File: config.mk
export PLATFORM = sky130hd
export DESIGN_NAME = mem_stage
export DESIGN_NICKNAME = d
export VERILOG_FILES = /design/src/verilog/exe_settings.svh /design/src/verilog/exe_pkg.sv /design/src/verilog/mem_stage.sv
export SDC_FILE = /design/constraint.sdc
export NUM_CORES = 1
export LEC_CHECK = 0
export BUFFER_PORTS_ARGS = -buffer_cell sky130_fd_sc_hd__clkbuf_2
export CAP_MARGIN = 20
export CELL_PAD_IN_SITES_DETAIL_PLACEMENT = 1
export CELL_PAD_IN_SITES_GLOBAL_PLACEMENT = 1
export CORE_ASPECT_RATIO = 1.1
export CORE_MARGIN = 1.5
export CORE_UTILIZATION = 33
export CTS_BUF_LIST = sky130_fd_sc_hd__clkbuf_8
export CTS_CLUSTER_SIZE = 24
export DETAILED_ROUTE_END_ITERATION = 8
export GPL_TIMING_DRIVEN = 0
export MAX_ROUTING_LAYER = met4
export PLACE_DENSITY = 0.88
export RECOVER_POWER = 50
export SKIP_LAST_GASP = 1
export SLEW_MARGIN = 20
export SYNTH_ARGS = -nofsm -noshare
export SYNTH_HDL_FRONTEND = slang
export SYNTH_SLANG_ARGS = --single-unit
File: constraint.sdc
create_clock -name clk -period 2.54 [get_ports clk]
set_input_delay 0 -clock clk [delete_from_list [all_inputs] [get_ports clk]]
set_output_delay 0 -clock clk [all_outputs]
set_load 0.05 [all_outputs]
File: src/verilog/exe_settings.svh
`ifndef EXE_SETTINGS_SVH
`define EXE_SETTINGS_SVH

// data memory geometry, one 32-bit word per entry

`define EXE_RAM_WORDS 256  // words in data_ram
`define EXE_RAM_AW    8    // word address width, log2 of EXE_RAM_WORDS

// byte address bits above the word offset map to addr[EXE_RAM_AW+1:2]
// upper address bits are ignored by the memory

`endif

File: src/verilog/exe_pkg.sv
package exe_pkg;

    typedef logic [31:0] word_t;
    typedef logic [4:0]  reg_addr_t;

    typedef enum logic [3:0] {
        alu_add  = 4'd0,
        alu_sub  = 4'd1,
        alu_slt  = 4'd2,
        alu_sltu = 4'd3,
        alu_and  = 4'd4,
        alu_or   = 4'd5,
        alu_xor  = 4'd6,
        alu_nor  = 4'd7,
        alu_sll  = 4'd8,
        alu_srl  = 4'd9,
        alu_sra  = 4'd10,
        alu_lui  = 4'd11,
        alu_div  = 4'd12,
        alu_divu = 4'd13,
        alu_mod  = 4'd14,
        alu_modu = 4'd15
    } alu_op_e;

    typedef enum logic [3:0] {
        mem_none  = 4'd0,
        mem_ld_b  = 4'd1,
        mem_ld_h  = 4'd2,
        mem_ld_w  = 4'd3,
        mem_ld_bu = 4'd4,
        mem_ld_hu = 4'd5,
        mem_st_b  = 4'd6,
        mem_st_h  = 4'd7,
        mem_st_w  = 4'd8
    } mem_kind_e;

    typedef enum logic [1:0] {
        div_idle,
        div_run,
        div_done
    } div_state_e;

    typedef struct packed {
        word_t     pc;
        alu_op_e   alu_op;
        word_t     src1;
        word_t     src2;
        word_t     rkd_value;     // store data
        mem_kind_e mem_kind;
        logic      rf_we;
        reg_addr_t rf_waddr;
        logic      read_counter;
        logic      counter_high;  // high half of the stable counter
    } id_to_ex_t;

    typedef struct packed {
        word_t     pc;
        logic      rf_we;
        reg_addr_t rf_waddr;
        word_t     result;        // alu result, counter half or address
        mem_kind_e mem_kind;
        logic [1:0] addr_low;
        logic      excep_ale;
    } ex_to_mem_t;

    typedef struct packed {
        word_t     pc;
        logic      rf_we;
        reg_addr_t rf_waddr;
        word_t     rf_wdata;
        logic      excep_ale;
    } mem_to_wb_t;

endpackage

File: src/verilog/mem_stage.sv
`timescale 1ns/1ps

module mem_stage (
    input  logic                 clk,
    input  logic                 resetn,
    input  logic                 ex_to_mem_valid,
    input  exe_pkg::ex_to_mem_t  ex_to_mem,
    output logic                 mem_allowin,
    input  exe_pkg::word_t       rdata,
    input  logic                 wb_allowin,
    output logic                 wb_valid,
    output exe_pkg::mem_to_wb_t  mem_to_wb
);
    logic                mem_valid;
    exe_pkg::ex_to_mem_t mem_rec;
    logic [7:0]          ld_byte;
    logic [15:0]         ld_half;
    exe_pkg::word_t      wb_data;

    assign mem_allowin = ~mem_valid | wb_allowin;    // always ready to go
    assign wb_valid    = mem_valid;

    always_ff @(posedge clk) begin
        if (!resetn) begin
            mem_valid <= 1'b0;
        end else if (mem_allowin) begin
            mem_valid <= ex_to_mem_valid;
        end
    end

    always_ff @(posedge clk) begin
        if (ex_to_mem_valid && mem_allowin) begin
            mem_rec <= ex_to_mem;
        end
    end

    // rdata arrives one cycle after the transfer and is held by the ram
    assign ld_byte = rdata[8*mem_rec.addr_low +: 8];
    assign ld_half = mem_rec.addr_low[1] ? rdata[31:16] : rdata[15:0];

    always_comb begin
        case (mem_rec.mem_kind)
            exe_pkg::mem_ld_b:  wb_data = {{24{ld_byte[7]}}, ld_byte};
            exe_pkg::mem_ld_bu: wb_data = {24'd0, ld_byte};
            exe_pkg::mem_ld_h:  wb_data = {{16{ld_half[15]}}, ld_half};
            exe_pkg::mem_ld_hu: wb_data = {16'd0, ld_half};
            exe_pkg::mem_ld_w:  wb_data = rdata;
            default:            wb_data = mem_rec.result;
        endcase
        if (mem_rec.excep_ale && mem_rec.mem_kind inside {exe_pkg::mem_ld_b, exe_pkg::mem_ld_bu,
                exe_pkg::mem_ld_h, exe_pkg::mem_ld_hu, exe_pkg::mem_ld_w}) begin
            wb_data = '0;   // faulting load returns nothing
        end
    end

    always_comb begin
        mem_to_wb.pc        = mem_rec.pc;
        mem_to_wb.rf_we     = mem_rec.rf_we;
        mem_to_wb.rf_waddr  = mem_rec.rf_waddr;
        mem_to_wb.rf_wdata  = wb_data;
        mem_to_wb.excep_ale = mem_rec.excep_ale;
    end

    wb_hold: assert property (@(posedge clk) disable iff (!resetn)
        wb_valid && !wb_allowin |=> $stable(mem_to_wb))
        else $error("mem_stage: write-back record changed under back-pressure");

endmodule
==> impl_metrics.ini <==
[floorplanning]
die_w_um = 105
rows = 40
initial_utilization = 0.344
coreArea_um2 = 11100
die_h_um = 116
pin_count = 186
die_area_um2 = 12200

[global_routing]
gr-total-overflow = 0
grt_use_total = 0.235
grt_pass1_vias = 3888
grt_max_degree = 48
antenna_found_initial = 0
grt_pass1_wl_um = 20800

[setup_path]
crit_type = flop to output port
worstSetupStartpointType = flop
worstPathRequired_ns = 2.54
reg2reg_slack_ns = 0.98
crit_start = mem_rec[4]$_DFFE_PP_
end_kind = output port
path_max_fanout = 10
r2r-start = wb_valid$_SDFFE_PN0N_
arrival_ns = 2.42

[clock_tree]
clk_pin_slew_worst_paths_ns = 0.08
cts.path.max_buffers = 2
cts_buffers = 9
h-tree-depth = 3
tritoncts = done
worstSkewPairLatency_ns = 0.33
cts_sinks = 78
clock_tree.root_cell = clkbuf_8

[yosys]
yosys.area.top_type_share = 0.608
ys_seq_area_frac = 0.614
yosysWarnings = 0
synth_area_um2 = 3800
synth-edff-count = 77
synth_ff_type = edfxtp_1
synth_area_leaders = edfxtp_1 61%, buf_4 7.9%, a22oi_1 7.1%
synthArstFlopShare = 0
synth_cells = 293
ys_ff_latch = 78
synth_fp_nets = 406
yosys.area.top_type = edfxtp_1
ys_types = 39
syn_area_per_cell_um2 = 13.0

[timing]
worst_pin_slew_ns = 0.639
fin_crit_sh = 0.954
max_freq_mhz = 413
min_period_ns = 2.42
setup_viol = 0
maxSlewHeadroom = 0.576
finalMaxSlewViolations = 0
hold_viol = 0
setup_ws_ns = 0.117
skew_ns = 0.0112
rsz0062_at_grt = yes

[cells_and_area]
fin_cells = 725
nFillCells = 1236
syn2layout_area_growth_pct = 57.7
antenna_cells_inserted = 0
final_layout_size_suffix_gt1_frac = 0.413
nets = 687

[placed_design]
dp_hpwl_um = 9260
gp_congestion = 0.878
post-place-cells = 626
io_buffers = 185
place_ws_ns = 0.139

[status]
outcome = finished, final reports clean

[drt]
ant_nets = 0
drcViolationCount = 0
avgViaCountPerCell = 4.83
drt_first_pass_iters = 5
drt-total-wl_um = 13800
detail_route.wl_per_cell_um = 19.0
vias = 3504
drtIter0Drc = 224

[run]
drv_cap = 0

[hold_path]
min_from = ex_to_mem[49]
hp-class = input port to flop

[power_and_ir_drop]
ir_drop_uv = 353
swShare = 0.306
clockPowerShare = 0.296
pwr-share-comb = 0.278
p_int_w = 0.00249
pwr-share-seq = 0.426
p_per_area_nw_per_um2 = 599
power.switching_w = 0.00110
p_leak_nw = 2.61
## worst paths after layout
check	endpoint	cells past startpoint
worst min-delay path	mem_to_wb[43]$_DFFE_PP_	2
worst min register to register	mem_to_wb[49]$_DFFE_PP_	2
worst max-delay path	mem_to_wb[15]	7
worst max register to register	mem_rec[14]$_DFFE_PP_	3
## layer usage
| layer | routed length (um) | global-route usage | vias up |
|---|---|---|---|
| met5 | 0 | - | - |
| met1 | 5340 | 0.258 | 1706 |
| met4 | 231 | 0.0740 | 0 |
| met2 | 7350 | 0.429 | 160 |
| li1 | - | - | 1622 |
| met3 | 857 | 0.0467 | 16 |
## area by class of cell
cell class                 count  area, um2  area share
inverter                       2       7.51     0.00125
timing repair buffer         270       1750       0.291
tap                          147        184      0.0307
clock inverter                 6        103      0.0171
sequential                    78       2330       0.389
clock buffer                   9        124      0.0207
buffer                        58        410      0.0685
multi-input combinational    155       1090       0.181
## power groups by stage
stage               Sequential [W]  Combinational, W  Clock, W
CTS                        0.00153          0.000983   0.00109
global placement           0.00156          0.000849         0
floorplan                  0.00155          0.000597         0
finish                     0.00153          0.000997   0.00106
global route               0.00154           0.00105   0.00114
detailed placement         0.00156          0.000871         0
## timing repair
item / in CTS / in global routing
setup endpoints to repair: 32 / 32
setup buffers: 2 / 3
pin swaps: 1 / 1
resized for setup: 10 / 26
endpoints found under the hold margin: 78 / 0
hold buffers: 79 / 0
gates cloned: 0 / 0
## synth_stat cells, types with 2 or more instances
master    instances
a21oi_1          17
mux2i_1           3
and3_1            7
buf_4            40
buf_2             8
nor2_1            4
buf_6             3
nand2_1          53
mux4_2            7
inv_1             2
nand3_1           2
nand3b_1          2
edfxtp_1         77
a22oi_2           3
a22oi_1          36
clkbuf_1          6
## flip-flops by register name, indices dropped and copies added (netlist names)
register,flops
mem_rec,38
mem_to_wb,39
wb_valid,1
## kinds of logic after synthesis
group,count (synthesis),share of synthesized area
multiplexers,11,0.0524
flip-flops,78,0.614
AND/OR/NAND/NOR,76,0.0919
XOR/XNOR,1,0.00231
AO/OA/AOI/OAI,67,0.132
buffers and inverters,60,0.107
## layout by cell type, fill, tap and decap left out, drive strengths merged
master / synthesis / routed
bufinv: 0 / 3
edfxtp: 77 / 77
a22oi: 39 / 39
a21boi: 2 / 2
xor2: 1 / 1
mux4: 7 / 7
mux2i: 3 / 3
nor4bb: 1 / 1
o2bb2ai: 1 / 1
nor2: 4 / 4
mux2: 1 / 1
nand3b: 2 / 2
and2b: 1 / 1
and2: 1 / 1
a22o: 1 / 1
nor2b: 1 / 1
nand2b: 1 / 1
a32oi: 1 / 1
or2: 1 / 1
and4bb: 1 / 1
buf: 52 / 64
a211oi: 2 / 2
inv: 2 / 3
o31ai: 1 / 1
a311oi: 2 / 2
a221o: 1 / 1
and3: 7 / 7
nand2: 53 / 53
clkbuf: 6 / 194
a21oi: 17 / 17
dlygate4sd3: 0 / 79
nand3: 2 / 2
clkinv: 0 / 2
dfxtp: 1 / 1
or3b: 1 / 1
## per-stage QoR
stage / hold WS [ns] / total power, W / instance area (um2) / utilization / setup TNS, ns
5_1_grt: 0.367 / 0.00373 / 5990 / 0.542 / -0.102
2_1_floorplan: 0.0989 / 0.00215 / 3800 / - / 0
3_5_place_dp: 0.179 / 0.00243 / 4930 / 0.446 / 0
3_3_place_gp: 0.176 / 0.00241 / 4910 / 0.444 / 0
6_report: 0.374 / 0.00359 / 5990 / 0.542 / 0
4_1_cts: 0.345 / 0.00360 / 6000 / 0.542 / 0
## critical path, cell delays in order, from the launching register on
cell	delay (ns)
edfxtp_1	0.42
buf_2	0.21
and2b_1	0.23
a221o_2	0.45
buf_6	0.18
a22oi_2	0.24
a22oi_1	0.13
buf_4	0.22
Power figures use the tool's default switching activity.
